==> src/dcache_pkg.sv <==
package dcache_pkg;

    localparam int ADDR_W   = 64;
    localparam int DATA_W   = 64;
    localparam int INDEX_W  = 6;
    localparam int OFFSET_W = 3;
    localparam int TAG_W    = ADDR_W - INDEX_W - OFFSET_W;
    localparam int NUM_SETS = 1 << INDEX_W;

    // field view used by the set lookup.
    typedef struct packed {
        logic [TAG_W-1:0]    tag;
        logic [INDEX_W-1:0]  index;
        logic [OFFSET_W-1:0] offset;
    } dcache_addr_fields_t;

    // one address word, seen flat or split into fields.
    typedef union packed {
        logic [ADDR_W-1:0]   flat;
        dcache_addr_fields_t fld;
    } dcache_addr_u;

    // core request, 137 bits.
    typedef struct packed {
        logic                we;
        dcache_addr_u        addr;
        logic [DATA_W-1:0]   wdata;
        logic [DATA_W/8-1:0] mask;
    } dcache_req_t;

    // memory port request, same fields for now.
    typedef struct packed {
        logic                we;
        dcache_addr_u        addr;
        logic [DATA_W-1:0]   wdata;
        logic [DATA_W/8-1:0] mask;
    } mem_req_t;

    // one-hot, bit 0 is way 0.
    typedef logic [1:0] way_sel_t;

endpackage

==> src/dcache_ctrl.sv <==
module dcache_ctrl #(
    parameter logic [63:0] CACHE_BASE  = 64'h0000_0000_8000_0000,
    parameter logic [63:0] CACHE_LIMIT = 64'h0000_0000_8fff_ffff
) (
    input  logic                            clk,
    input  logic                            rst,
    input  logic                            req,
    input  dcache_pkg::dcache_req_t         req_data,
    output logic                            resp_valid,
    output logic [dcache_pkg::DATA_W-1:0]   rdata,
    output logic                            busy,
    output logic                            mem_req,
    output dcache_pkg::mem_req_t            mem_data,
    input  logic                            mem_ack,
    input  logic [dcache_pkg::DATA_W-1:0]   mem_rdata,
    output logic [dcache_pkg::INDEX_W-1:0]  rd_index,
    input  dcache_pkg::way_sel_t            hit,
    input  dcache_pkg::way_sel_t            fill_way,
    output dcache_pkg::way_sel_t            tag_fill,
    output logic [dcache_pkg::TAG_W-1:0]    tag_value,
    output dcache_pkg::way_sel_t            wr_way,
    output logic                            wr_is_fill,
    output logic [dcache_pkg::DATA_W-1:0]   wr_data,
    output logic [dcache_pkg::DATA_W/8-1:0] wr_mask,
    input  logic [dcache_pkg::DATA_W-1:0]   lane_rdata
);

    typedef enum logic [1:0] {
        IDLE,
        LOOKUP,
        MEM_WAIT,
        RESPOND
    } state_t;

    state_t                  state;
    dcache_pkg::dcache_req_t req_q;
    dcache_pkg::way_sel_t    hit_q;
    dcache_pkg::way_sel_t    fill_way_q;
    logic                    fill_pend;
    logic                    mem_req_q;
    logic                    cacheable;

    assign cacheable = (req_q.addr.flat >= CACHE_BASE) && (req_q.addr.flat <= CACHE_LIMIT);

    // sram and tags see the new index on the req cycle.
    assign rd_index  = req ? req_data.addr.fld.index : req_q.addr.fld.index;
    assign tag_value = req_q.addr.fld.tag;

    always_ff @(posedge clk) begin
        if (req && state == IDLE) begin
            req_q <= req_data;
        end
    end

    always_ff @(posedge clk or negedge rst) begin
        if (!rst) begin
            state      <= IDLE;
            hit_q      <= '0;
            fill_way_q <= '0;
            fill_pend  <= 1'b0;
            mem_req_q  <= 1'b0;
        end else begin
            mem_req_q <= 1'b0;
            case (state)
                IDLE: begin
                    if (req) begin
                        state <= LOOKUP;
                    end
                end
                LOOKUP: begin
                    hit_q      <= cacheable ? hit : 2'b00;
                    fill_way_q <= fill_way;
                    if (!req_q.we && cacheable && |hit) begin
                        state <= RESPOND;
                    end else begin
                        state     <= MEM_WAIT;
                        mem_req_q <= 1'b1;
                        fill_pend <= !req_q.we && cacheable;
                    end
                end
                MEM_WAIT: begin
                    if (mem_ack) begin
                        state <= RESPOND;
                    end
                end
                default: begin
                    state     <= IDLE;
                    fill_pend <= 1'b0;
                end
            endcase
        end
    end

    // response word, hit lane or memory data.
    always_ff @(posedge clk) begin
        if (state == LOOKUP) begin
            rdata <= lane_rdata;
        end else if (state == MEM_WAIT && mem_ack) begin
            rdata <= req_q.we ? '0 : mem_rdata;
        end
    end

    assign busy       = (state != IDLE);
    assign resp_valid = (state == RESPOND);
    assign mem_req    = mem_req_q;

    assign mem_data.we    = req_q.we;
    assign mem_data.addr  = req_q.addr;
    assign mem_data.wdata = req_q.wdata;
    assign mem_data.mask  = req_q.mask;

    assign tag_fill = (state == RESPOND && fill_pend) ? fill_way_q : 2'b00;

    // fill on the response cycle, store merge alongside mem_req.
    always_comb begin
        if (state == RESPOND && fill_pend) begin
            wr_way     = fill_way_q;
            wr_is_fill = 1'b1;
            wr_data    = rdata;
        end else begin
            wr_way     = (mem_req_q && req_q.we) ? hit_q : 2'b00;
            wr_is_fill = 1'b0;
            wr_data    = req_q.wdata;
        end
    end
    assign wr_mask = req_q.mask;

    assert property (@(posedge clk) disable iff (!rst) req |-> !busy)
        else $error("dcache: req while busy");

    assert property (@(posedge clk) disable iff (!rst) mem_ack |-> state == MEM_WAIT)
        else $error("dcache: mem_ack outside MEM_WAIT");

endmodule

==> config.mk <==
export PLATFORM = sky130hd
export DESIGN_NAME = dcache_ctrl
export DESIGN_NICKNAME = d
export VERILOG_FILES = /design/src/dcache_pkg.sv /design/src/dcache_ctrl.sv
export SDC_FILE = /design/constraint.sdc
export NUM_CORES = 1
export LEC_CHECK = 0
export ABC_AREA = 1
export BUFFER_PORTS_ARGS = -buffer_cell sky130_fd_sc_hd__buf_4
export CAP_MARGIN = 20
export CORE_AREA = 8 8 236 238
export DETAILED_ROUTE_END_ITERATION = 16
export DIE_AREA = 0 0 244 246
export PLACE_DENSITY = 0.45
export SETUP_SLACK_MARGIN = 0.3
export SLEW_MARGIN = 5
export SYNTH_ARGS = -nofsm -noshare
export SYNTH_HDL_FRONTEND = slang
export SYNTH_SLANG_ARGS = --single-unit
==> constraint.sdc <==
create_clock -name clk -period 4.5 [get_ports clk]
set_clock_uncertainty 0.2 [all_clocks]
set_input_delay 0.45 -clock clk [delete_from_list [all_inputs] [get_ports clk]]
set_output_delay 0.45 -clock clk [all_outputs]
set_load 0.02 [all_outputs]
==> summary.txt <==
Status
  – Run status: complete, no violations

Global route
  – GRT Util Overall: 0.1361
  – Largest net degree at the start of global routing: 76
  – Initial antenna violation count: 3
  – Vias in the first global route: 9434
  – First-pass GRT wire length: 62840 um
  – GR Overflow Total: 0

Worst setup path
  – CP max FO: 69
  – Crit start category: flop
  – Crit-path slowest cell: buf_4
  – Critical path data required time: 3.85 ns
  – Arr. time, crit path: 2.69 ns
  – Crit path capture type: output pin
  – Max incr delay on CP: 0.70 ns
  – CP most frequent cell: buf_4
  – Reg2reg path depth: 5
  – Critical path, cell by cell: ha_1 > nand2_4 > buf_4 > nand3_1 > o22ai_1 > buf_4
  – CP Class: reg -> out

Synth
  – Unique masters post-synth: 20
  – Post-Syn Area: 8874 um^2
  – Mean area per synthesized cell: 11.29 um^2
  – Yosys warning total: 0
  – Synthesized instance count: 786
  – Post-synthesis register bit count: 209
  – Syn_nets: 1064
  – Seq/Total Area, Yosys: 0.7028

STA
  – Slew @ Worst Pin: 0.9937 ns
  – Post-route setup TNS: 0 ns
  – Unrepaired setup endpoints after global routing: no
  – Fin crit share: 0.7429
  – Crit path time final: 3.343 ns
  – # setup viols final: 0
  – Max Freq: 0.2991 GHz
  – Slew HR: 0.3375
  – Final hold violations: 0
  – Max Slew Vio Count: 0

Die
  – Die W: 244 um
  – Chip height: 246 um
  – Die area: 60020 um^2
  – Row Count: 84
  – IO Pins: 615
  – Core area: 52020 um^2
  – Starting density of the core: 0.1706

Clocking
  – Num CTS Buffers: 26
  – Root buffer cell: clkbuf_16
  – Hold_buf cts: 249
  – Clock buffer depth: 3
  – CTS Sinks: 209
  – Post-CTS sizing: 0
  – CTS tree: yes
  – H-tree depth: 1
  – Post-CTS setup repair buffer count: 0
  – Worst-path clk slew: 0.06 ns
  – Clock Latency Late Sink: 0.54 ns

Routing
  – DRT iter0 DRCs: 345
  – Pre-Repair DR Iteration Count: 4
  – Via count: 8751
  – DRC viols: 0
  – Final wirelength: 43790 um
  – Post-DRT Antenna Nets: 0
  – Via-to-Cell Ratio: 3.816
  – Routed length per instance: 19.10 um

Cells and area
  – Fillers: 5295
  – Layout cells sized above 1: 0.4193
  – Most frequent cells in the layout: buf_4 (619), nand2_1 (342), dlygate4sd3_1 (249)
  – Fin nets: 1863
  – Area grow syn2layout: 93.46%
  – Non-filler instance count after layout: 2293
  – Most common cell after layout, fill and taps aside: buf_4
  – Ant. Diodes: 0

Power and ir drop
  – PwrDens: 502.4 nW/um^2
  – Max rail drop VDD: 0.3111 mV
  – Leak: 7.805 nW

Min path
  – HP Class: in -> reg
  – Hold Path Depth: 3

Place
  – DP Wirelength: 32190 um
  – Post-placement cell count: 1995
  – Routability Congestion: 0.7738
  – Number of port buffers: 614

Flow run
  – Max-Cap Viols: 0
area by class of cell:
type,instances,area [um^2],share of cell area
timing repair buffer,871,7207,0.4198
sequential,209,6236,0.3633
multi-input combinational,462,1959,0.1141
tap,688,860.8,0.05015
clock buffer,46,827.0,0.04818
inverter,15,62.56,0.003644
clock inverter,2,13.76,0.0008017
synthesized netlist by cell type:
library cell	instances	area (um^2)
inv_1	13	48.80
nand4_1	2	12.51
buf_1	1	3.750
buf_4	64	480.5
o21ai_0	2	10.01
edfxtp_1	201	6036
a21oi_1	1	5.000
clkbuf_1	8	30.03
buf_2	27	135.1
nand2_1	344	1291
nand3_1	68	340.3
dfrtp_1	8	200.2
nor2_2	1	6.260
mux2_2	6	67.56
o21ai_1	2	10.01
ha_1	5	62.56
o22ai_1	3	18.77
inv_2	2	7.510
nor3_1	2	10.01
nor2_1	26	97.59
where the power goes:
part           total, mW  leakage (nW)  switching [mW]  internal, mW
clock               2.07         0.411           0.833          1.23
combinational       3.34          5.41            1.96          1.38
sequential          3.22          1.99           0.384          2.84
total               8.62          7.81            3.18          5.45
metal layers:
metal | global-route usage | share of wire | up-vias | wire length [um]
met5 | 0 | 0.00062 | - | 27
met4 | 0.03768 | 0.023 | 4 | 1006
met3 | 0.03844 | 0.072 | 59 | 3144
met2 | 0.2468 | 0.52 | 322 | 22690
met1 | 0.1550 | 0.39 | 4204 | 16920
li1 | - | - | 4162 | -
flip-flops by register name, indices dropped and copies added (netlist names):
signal / cells
hit_q: 2
mem_data: 129
rdata: 64
fill_way_q: 2
fill_pend: 1
state: 2
wr_mask: 8
mem_req: 1
critical path: cells and delay by family (launching register included):
kind	cells	cell delay, ns
buffers and inverters	2	0.88
DFF	1	0.44
and+or+nand+nor	2	0.31
adders and majority gates	1	0.28
AOI/OAI and AO/OA	1	0.22
kinds of logic (layout without fill, tap and decap cells):
logic type,after synthesis,after routing,synth area share
AOI/OAI and AO/OA,8,8,0.004935
adders and majority gates,5,5,0.007050
buffers and inverters,115,934,0.07953
DFF,209,209,0.7028
muxes,6,6,0.007614
and+or+nand+nor,443,443,0.1981
worst paths after layout:
path                          startpoint         to  slack [ns]
setup / recovery                state[0]  wr_way[0]        1.16
setup reg to reg           mem_data[136]  rdata[44]        1.67
hold reg to reg                 hit_q[0]   hit_q[0]        0.33
max in group asynchronous            rst   state[0]        3.88
min in group asynchronous            rst    mem_req        0.08
hold / removal             mem_rdata[41]  rdata[41]        0.04
per-stage QoR:
step	util	power, mW	area (um^2)	hold slack, ns	worst slack, ns
floorplan	-	4.703	8874	-0.04559	0.4526
global placement	0.2654	6.276	13810	0.07239	1.826
detailed placement	0.2654	6.288	13810	0.07731	1.709
CTS	0.3294	8.744	17140	0.00009082	1.101
global route	0.3300	9.048	17170	0.01698	1.006
finish	0.3300	8.625	17170	0.04201	1.157
No activity file was read; power rests on OpenSTA's default activity.
