--- config.mk ---
export PLATFORM = sky130hd
export DESIGN_NAME = dcache_lane_mux
export DESIGN_NICKNAME = d
export VERILOG_FILES = /design/src/dcache_pkg.sv /design/src/dcache_lane_mux.sv
export SDC_FILE = /design/constraint.sdc
export NUM_CORES = 1
export LEC_CHECK = 0
export BUFFER_PORTS_ARGS = -buffer_cell sky130_fd_sc_hd__buf_2
export CAP_MARGIN = 20
export CORE_AREA = 2 2 161 163
export DETAILED_ROUTE_END_ITERATION = 10
export DIE_AREA = 0 0 163 165
export SYNTH_ARGS = -nofsm -noshare
export SYNTH_HDL_FRONTEND = slang
export SYNTH_SLANG_ARGS = --single-unit
--- constraint.sdc ---
create_clock -name vclk -period 0.97
set_input_delay 0.097 -clock vclk [all_inputs]
set_output_delay 0.097 -clock vclk [all_outputs]
set_load 0.1 [all_outputs]
--- src/dcache_pkg.sv ---
package dcache_pkg;

    localparam int ADDR_W   = 64;
    localparam int DATA_W   = 64;
    localparam int INDEX_W  = 6;
    localparam int OFFSET_W = 3;
    localparam int TAG_W    = ADDR_W - INDEX_W - OFFSET_W;
    localparam int NUM_SETS = 1 << INDEX_W;

    // field view used by the set lookup.
    typedef struct packed {
        logic [TAG_W-1:0]    tag;
        logic [INDEX_W-1:0]  index;
        logic [OFFSET_W-1:0] offset;
    } dcache_addr_fields_t;

    // one address word, seen flat or split into fields.
    typedef union packed {
        logic [ADDR_W-1:0]   flat;
        dcache_addr_fields_t fld;
    } dcache_addr_u;

    // core request, 137 bits.
    typedef struct packed {
        logic                we;
        dcache_addr_u        addr;
        logic [DATA_W-1:0]   wdata;
        logic [DATA_W/8-1:0] mask;
    } dcache_req_t;

    // memory port request, same fields for now.
    typedef struct packed {
        logic                we;
        dcache_addr_u        addr;
        logic [DATA_W-1:0]   wdata;
        logic [DATA_W/8-1:0] mask;
    } mem_req_t;

    // one-hot, bit 0 is way 0.
    typedef logic [1:0] way_sel_t;

endpackage

--- src/dcache_lane_mux.sv ---
module dcache_lane_mux (
    input  dcache_pkg::way_sel_t             wr_way,
    input  logic                             wr_is_fill,
    input  logic [dcache_pkg::DATA_W-1:0]    wr_data,
    input  logic [dcache_pkg::DATA_W/8-1:0]  wr_mask,
    input  dcache_pkg::way_sel_t             hit,
    input  logic [2*dcache_pkg::DATA_W-1:0]  sram_rdata,
    output logic                             sram_we,
    output logic [2*dcache_pkg::DATA_W/8-1:0] sram_be,
    output logic [2*dcache_pkg::DATA_W-1:0]  sram_wdata,
    output logic [dcache_pkg::DATA_W-1:0]    lane_rdata
);

    localparam int LANE_W  = dcache_pkg::DATA_W;
    localparam int LANE_BE = dcache_pkg::DATA_W / 8;

    logic [LANE_BE-1:0] lane_be;

    // fills replace the whole word, stores only the strobed bytes.
    always_comb begin
        if (wr_is_fill) begin
            lane_be = '1;
        end else begin
            lane_be = wr_mask;
        end
    end

    // way 0 is the low lane.
    always_comb begin
        sram_we = |wr_way;
        for (int w = 0; w < 2; w++) begin
            sram_wdata[w*LANE_W +: LANE_W] = wr_data;
            if (wr_way[w]) begin
                sram_be[w*LANE_BE +: LANE_BE] = lane_be;
            end else begin
                sram_be[w*LANE_BE +: LANE_BE] = '0;
            end
        end
    end

    // defaults to the low lane when nothing hits.
    always_comb begin
        if (hit[1]) begin
            lane_rdata = sram_rdata[LANE_W +: LANE_W];
        end else begin
            lane_rdata = sram_rdata[0 +: LANE_W];
        end
    end

endmodule

==> results.txt, run 1 <==
Vias in the first global route: 2031
Hold Path Class: input pin to output pin
Synthesized Nets: 425
Pwr Total: 3.995 mW
RSZ-0062 raised after global routing: yes
Routed vias/inst: 2.728
Peak supply drop: 0.5655 mV
Routed wire length: 9151 um
Largest family of logic cells by synthesized area: buffers and inverters
Std cell rows: 58
Worst-path cell chain: buf_12, buf_12, buf_12, mux2_4, buf_12
Xor-xnor portion of the synthesized cell area: 0%
Final WS setup: -0.1292 ns
Violated checks: setup timing
Max_cap viols: 0
Die W: 163 um
Post-Synthesis Cells: 220
Largest net degree at the start of global routing: 17
Placed cell areas: 3870 um2
Minimum clock period: 1.099 ns
Flop pwr share: 0%
DR iter-0 viols: 53
PD cells: 1004 nW/um2
Slew Viols, Final: 0
Sequential cell area: 0 um2
Share of cells above drive strength 1: 99.37%
Run status: complete, but fails checks
Synth top area share: 44.04%
Non-Filler Instances: 646
Mux cell area share after synthesis: 43.35%
Average size of a mapped cell: 9.919 um2
Combinational fraction of design power: 100.0%
Hold Vio Cnt, Final: 0
Wirelength per Cell: 14.17 um
Final HPWL DP: 8305 um
IO Pins: 414
DRC viols: 0
Die ar.: 26900 um2
Arrival @ worst endpoint: 1.00 ns
CP max stage delay: 0.33 ns
# port buffers: 221
CP startpoint: hit[1]
Synth cell types: 10
First-pass GRT wire length: 12380 um
Clock buffers: 0
Initial antenna violation count: 1
NumNets Final: 522
Min-delay src: wr_data[50]
Die H: 165 um
Crit-path slowest cell: mux2_4
Int Power: 1.549 mW
Kind of critical path: input pin to output pin
Synthesis Warnings: 0
Synth Area in Adders: 0%
Gpl congestion: 0.7572
Synth area leader: buf_4
DRT antenna net count: 0
Seq_cells: 0
Global route total overflow: 0
WP buf/inv: 4
Setup violators final: 62
Initial Util: 8.716%
Drt first pass iters: 4
Multi-input gate area: 1094 um2
Hold EP: sram_wdata[50]
FMAX: 909.8 MHz
Reported net switching power: 2.446 mW
Post-Synth Simple-Gate Area: 0.2867%
Top delay family on crit path: buffers and inverters
Worst Hold Depth: 0
Routed via count: 1762
Fillers: 2779
GRT Total Usage: 6.218%
Cells after DPL: 644
Clk pwr share: 0%
Rel. slew slack: 67.94%
Worst-Margin Slew: 0.4842 ns
Seq/Total Area, Yosys: 0%
CP dominant cell by count: buf_12
Synth Area in Compound Gates: 5.505%
Critical Path End Type: output pin
Final Cell Area: 3979 um2
Final period util: 113.3%
Mapped cell area: 2182 um2
Sw frac: 61.22%
Leak Pwr: 1.946 nW
Core Area: 25040 um2
Layout area overhead: 82.34%
Ranking of synthesized cells by area: buf_4, mux2_4, buf_12, o21a_1, mux2_2
Req. time, crit path: 0.87 ns
Worst Path Max Fanout: 6
CP startpoint kind: input pin
==> placed cells by master (no fill, tap or decap) <==
cell	count
buf_2	140
buf_12	81
mux2_4	61
o21a_2	14
buf_6	8
buf_4	4
mux2_2	3
o21a_1	2
diode_2	1
or2_2	1
buf_16	1
==> cell families after synthesis <==
family                 Yosys count
AND/OR/NAND/NOR                  1
buffers and inverters          139
multiplexers                    64
AO/OA/AOI/OAI                   16
==> layout make-up <==
type / instances / share of cell area (%)
diodes: 1 / 0.06289
multi-input cells: 81 / 27.48
well taps: 330 / 10.38
repair buffers: 234 / 62.08
==> Yosys cell counts <==
master / number
buf_6: 1
mux2_4: 60
buf_12: 6
o21a_1: 16
clkbuf_1: 2
mux2_2: 4
buf_2: 1
buf_4: 128
or2_2: 1
clkbuf_2: 1
==> through the flow <==
stage	TNS (ns)	hold slack (ns)	worst slack [ns]	util [%]
finish	-4.469	0.1940	-0.1292	15.89
global route	-5.908	0.1941	-0.1445	15.88
CTS	-5.098	0.1950	-0.1346	15.83
detailed placement	-8.944	0.1950	-0.1843	15.46
global placement	-8.534	0.1950	-0.1681	15.46
floorplan	-0.7635	0.4055	-0.2285	-
==> power groups by stage <==
stage	logic [mW]	registers, mW	clock network (mW)
after floorplan	4.96	0	0
after global placement	3.92	0	0
after detailed placement	3.94	0	0
after CTS	4.02	0	0
after global routing	4.10	0	0
final	3.99	0	0.000000138
==> timing repair <==
action | in CTS | in global routing
resized for setup | 21 | 3
cloned | 1 | 0
pin swaps | 0 | 0
hold buffers | 0 | 0
buffers inserted | 0 | 0
endpoints found under the setup margin | 64 | 63
==> worst max path at each step <==
stage / endpoint / slack, ns / depth (start not counted)
detailed placement: lane_rdata[0] / -0.18 / 4
finish: lane_rdata[12] / -0.13 / 5
floorplan: sram_be[6] / -0.23 / 2
global placement: lane_rdata[10] / -0.17 / 5
global route: lane_rdata[12] / -0.14 / 5
CTS: lane_rdata[12] / -0.13 / 5
==> routing by layer <==
metal	vias to the layer above	part of all wire (%)	GRT usage [%]
li1	793	-	-
met3	58	7.9	1.256
met5	-	0	0
met2	120	52	11.61
met1	791	35	6.698
met4	0	4.8	2.936
(Power assumes the default switching activity.)
==> run 2: changes to the inputs <==
--- a/config.mk
+++ b/config.mk
@@ -10,6 +10,7 @@
 export CORE_AREA = 2 2 161 163
 export DETAILED_ROUTE_END_ITERATION = 10
 export DIE_AREA = 0 0 163 165
+export MAX_ROUTING_LAYER = met4
 export SYNTH_ARGS = -nofsm -noshare
 export SYNTH_HDL_FRONTEND = slang
 export SYNTH_SLANG_ARGS = --single-unit
==> constraint.sdc (replaced) <==
create_clock -name vclk -period 1.2
set_input_delay 0.12 -clock vclk [all_inputs]
set_output_delay 0.12 -clock vclk [all_outputs]
set_load 0.1 [all_outputs]
==> results.txt, run 2 (same netlist as run 1, synthesis figures left out) <==
CP startpoint kind: input pin
Final period util: 96.15%
Sw frac: 61.88% (+0.66 points)
Global route total overflow: 0 (unchanged)
Combinational fraction of design power: 100.0% (about the same)
Initial antenna violation count: 0 (-1)
Most common cell after layout, fill and taps aside: buf_2
Die W: 163 um (unchanged)
Run status: finished clean
Seq_cells: 0 (unchanged)
Setup violators final: 0 (-100%)
Final WS setup: 0.04616 ns (+0.1753 ns)
Core Area: 25040 um2 (unchanged)
Largest net degree at the start of global routing: 17 (unchanged)
Kind of critical path: input pin to output pin
Std cell rows: 58 (unchanged)
Commonest cells after routing, fill and taps aside: buf_2, buf_12, mux2_4
Vias in the first global route: 1850 (-8.9%)
Pre-CTS setup slack: -0.05830 ns (+0.1260 ns)
Pwr Total: 3.165 mW (-21%)
Reported net switching power: 1.959 mW (-20%)
Minimum clock period: 1.154 ns
Clk pwr share: 0% (unchanged)
Clock buffers: 0 (unchanged)
Rel. slew slack: 67.52% (-0.42 points)
Drt first pass iters: 4 (unchanged)
RSZ-0062 raised after global routing: no
DRT antenna net count: 0 (unchanged)
Slew Viols, Final: 0 (unchanged)
Worst-Margin Slew: 0.4905 ns (+0.006308 ns)
Hold_ws: 0.2400 ns (+0.04602 ns)
CTS Hold Bufs: 0 (unchanged)
Req. time, crit path: 1.08 ns (+0.21 ns)
Die H: 165 um (unchanged)
Routed vias/inst: 2.691 (-1.3%)
Share of cells above drive strength 1: 99.36% (about the same)
Flop pwr share: 0% (unchanged)
Peak supply drop: 0.4991 mV (-12%)
Critical Path End Type: output pin
Initial Util: 8.716% (unchanged)
IO Pins: 414 (unchanged)
FMAX: 866.7 MHz
Leak Pwr: 1.903 nW (-2.2%)
Hold Vio Cnt, Final: 0 (unchanged)
NumNets Final: 520 (-0.38%)
DR iter-0 viols: 27 (-49%)
Int Power: 1.207 mW (-22%)
Fin util: 15.49% (-0.40 points)
Gpl congestion: 0.7603 (+0.41%)
Arrival @ worst endpoint: 1.03 ns (+0.03 ns)
Worst Path Max Fanout: 11 (+5)
Max_cap viols: 0 (unchanged)
# port buffers: 221 (unchanged)
Final HPWL DP: 7840 um (-5.6%)
DRC viols: 0 (unchanged)
Sequential cell area: 0 um2 (unchanged)
Hold Path Class: input pin to output pin
Layout area overhead: 77.69%
Routed wire length: 8501 um (-7.1%)
PD cells: 816.3 nW/um2 (-19%)
Routed via count: 1733 (-1.6%)
Wirelength per Cell: 13.20 um (-6.8%)
Die ar.: 26900 um2 (unchanged)
First-pass GRT wire length: 11560 um (-6.6%)
GRT Total Usage: 5.873% (-0.35 points)
[run 2: cell types whose count changed in the layout (fill, tap and decap cells not counted)]
cell and delta:
buf_4 +2, buf_16 -1, mux2_2 +1, mux2_4 -1
buf_2 +6, buf_6 -8, buf_8 +1, buf_12 -2
[run 2: critical path, cell delays in order]
cell and delay (ns):
buf_8 0.11, buf_12 0.15, buf_12 0.15, mux2_4 0.32
buf_12 0.17
[run 2: worst paths after layout]
kind | startpoint | to | slack, ns | cells past startpoint
worst min-delay path | wr_data[48] | sram_wdata[112] | 0.24 | 0
worst max-delay path | hit[1] | lane_rdata[10] | 0.05 | 5
[run 2: timing repair]
item / 4_1_cts / 5_1_grt
pin swaps: 0 / 0
endpoints found under the setup margin: 3 / 1
buffers inserted: 0 / 1
gates resized for setup: 3 / 1
[run 2: layout make-up]
type               instances  area [um2]
diodes                     1       2.502
fillers                 2806       21160
multi-input cells         81        1090
repair buffers           232        2372
well taps                330       412.9
[run 2: power by group through the flow]
stage,registers (mW),clock network [mW],logic [mW]
finish,0,0.000000112,3.17
global route,0,0,3.25
floorplan,0,0,4.01
detailed placement,0,0,3.17
CTS,0,0,3.19
global placement,0,0,3.16
[run 2: metrics by stage]
stage                     area (um2)  cells  setup TNS (ns)
final                           3877    644               0
after global routing            3875    643               0
after CTS                       3864    642               0
after detailed placement        3855    642        -0.07739
after global placement          3855    642        -0.06369
after floorplan                 2200    220        -0.08893
[run 2: per-layer routing]
| metal | wire, um | GRT usage [%] |
|---|---|---|
| met3 | 699 | 1.180 |
| met5 | 0 | - |
| met1 | 3131 | 6.623 |
| met4 | 431 | 2.936 |
| met2 | 4239 | 9.919 |
==> run 3: changes to the inputs <==
--- a/config.mk
+++ b/config.mk
@@ -7,10 +7,13 @@
 export LEC_CHECK = 0
 export BUFFER_PORTS_ARGS = -buffer_cell sky130_fd_sc_hd__buf_2
 export CAP_MARGIN = 20
-export CORE_AREA = 2 2 161 163
+export CELL_PAD_IN_SITES_DETAIL_PLACEMENT = 1
+export CELL_PAD_IN_SITES_GLOBAL_PLACEMENT = 2
+export CORE_AREA = 2 2 162 164
 export DETAILED_ROUTE_END_ITERATION = 10
-export DIE_AREA = 0 0 163 165
+export DIE_AREA = 0 0 164 166
 export MAX_ROUTING_LAYER = met4
+export PLACE_DENSITY_LB_ADDON = 0.1
 export SYNTH_ARGS = -nofsm -noshare
 export SYNTH_HDL_FRONTEND = slang
 export SYNTH_SLANG_ARGS = --single-unit
==> results.txt, run 3 (same netlist as run 1, synthesis figures left out) <==
Run status: finished clean
Arrival @ worst endpoint: 1.03 ns (about the same)
Seq_cells: 0 (unchanged)
Routed vias/inst: 2.721 (+1.1%)
# port buffers: 221 (unchanged)
IO Pins: 414 (unchanged)
DRC viols: 0 (unchanged)
CP dominant cell by count: buf_12
Peak supply drop: 0.2384 mV (-52%)
Std cell rows: 59 (+1.7%)
Rel. slew slack: 67.31% (-0.21 points)
Vias in the first global route: 2127 (+15%)
Die W: 164 um (+0.61%)
Final HPWL DP: 8392 um (+7.0%)
Layout area overhead: 74.66%
Commonest cells after routing, fill and taps aside: buf_2, buf_12, mux2_4
Drt first pass iters: 2 (-2)
Clock buffers: 0 (unchanged)
RSZ-0062 raised after global routing: no
Hold_ws: 0.2400 ns (-0.00002400 ns)
Share of cells above drive strength 1: 99.36% (about the same)
Core Area: 25620 um2 (+2.3%)
Die ar.: 27220 um2 (+1.2%)
Worst Path Max Fanout: 9 (-2)
Worst-Margin Slew: 0.4938 ns (+0.003241 ns)
Most common cell after layout, fill and taps aside: buf_2
DRT antenna net count: 0 (unchanged)
Routed wire length: 8941 um (+5.2%)
Largest net degree at the start of global routing: 27 (+10)
Initial Util: 8.519% (-0.20 points)
Final period util: 96.23% (about the same)
Setup bufs post-CTS: 0 (unchanged)
Sequential cell area: 0 um2 (unchanged)
Req. time, crit path: 1.08 ns (about the same)
Crit-path slowest cell: mux2_4
Non-Filler Instances: 649 (+0.78%)
Wirelength per Cell: 13.78 um (+4.4%)
Slew Viols, Final: 0 (unchanged)
Min-delay src: wr_data[36]
Pre-CTS setup slack: -0.03951 ns (+0.01879 ns)
Fillers: 2957 (+5.4%)
Setup TNS: 0 ns (unchanged)
CP startpoint kind: input pin
DR iter-0 viols: 19 (-30%)
Max_cap viols: 0 (unchanged)
Cells after DPL: 646 (+0.62%)
FMAX: 866.0 MHz (about the same)
First-pass GRT wire length: 12430 um (+7.6%)
Global route total overflow: 0 (unchanged)
CP startpoint: hit[1]
Hold Vio Cnt, Final: 0 (unchanged)
Worst-path cell chain: buf_6, buf_12, buf_12, mux2_4, buf_12
Routed via count: 1766 (+1.9%)
Gpl congestion: 0.6672 (-12%)
Hold Path Class: input pin to output pin
CP max stage delay: 0.32 ns (about the same)
Kind of critical path: input pin to output pin
Initial antenna violation count: 3 (+3)
Critical Path End Type: output pin
Setup violators final: 0 (unchanged)
Minimum clock period: 1.155 ns (+0.0008628 ns)
Leak Pwr: 1.874 nW (-1.5%)
PD cells: 819.7 nW/um2 (+0.41%)
Final WS setup: 0.04529 ns (-0.0008628 ns)
NumNets Final: 518 (-0.38%)
GRT Total Usage: 6.137% (+0.26 points)
Die H: 166 um (+0.61%)
Fin util: 14.88% (-0.61 points)
-- run 3: timing repair --
action / 4_1_cts / 5_1_grt
setup endpoints to repair: 12 / 1
resized for setup: 2 / 1
hold buffers: 0 / 0
-- run 3: path summary, 6_finish.rpt --
check	end	slack, ns	cells past startpoint
hold / removal	sram_wdata[36]	0.24	0
setup / recovery	lane_rdata[25]	0.05	5
-- run 3: area by class of cell --
cell class                      instances  area (um2)  share of cell area [%]
Antenna cell                            3       7.507                  0.1970
Multi-Input combinational cell         81        1094                   28.69
Tap cell                              335       419.2                   11.00
Timing Repair Buffer                  230        2291                   60.11
-- run 3: stage by stage --
step	total power [mW]	cell area, um2
after floorplan	4.011	2200
after global placement	3.149	3789
after detailed placement	3.152	3789
after CTS	3.159	3800
after global routing	3.218	3811
final	3.124	3811
-- run 3: layer usage --
layer | vias up | wire, um | global-route usage [%]
met4 | 0 | 279 | 1.869
met3 | 45 | 1437 | 3.472
met2 | 146 | 4477 | 11.11
met5 | - | 0 | -
li1 | 788 | - | -
met1 | 787 | 2747 | 5.331
-- run 3: where the power goes --
part	leakage, nW	switching (mW)	internal, mW	total [mW]
clock network	0.0000190	0	0.000000334	0.000000334
registers	0	0	0	0
logic	1.87	1.95	1.18	3.12
-- run 3: worst max-delay path, delay by kind of cell --
family	cells	cell delay (ns)
buf+inv	4	0.57
mux	1	0.32
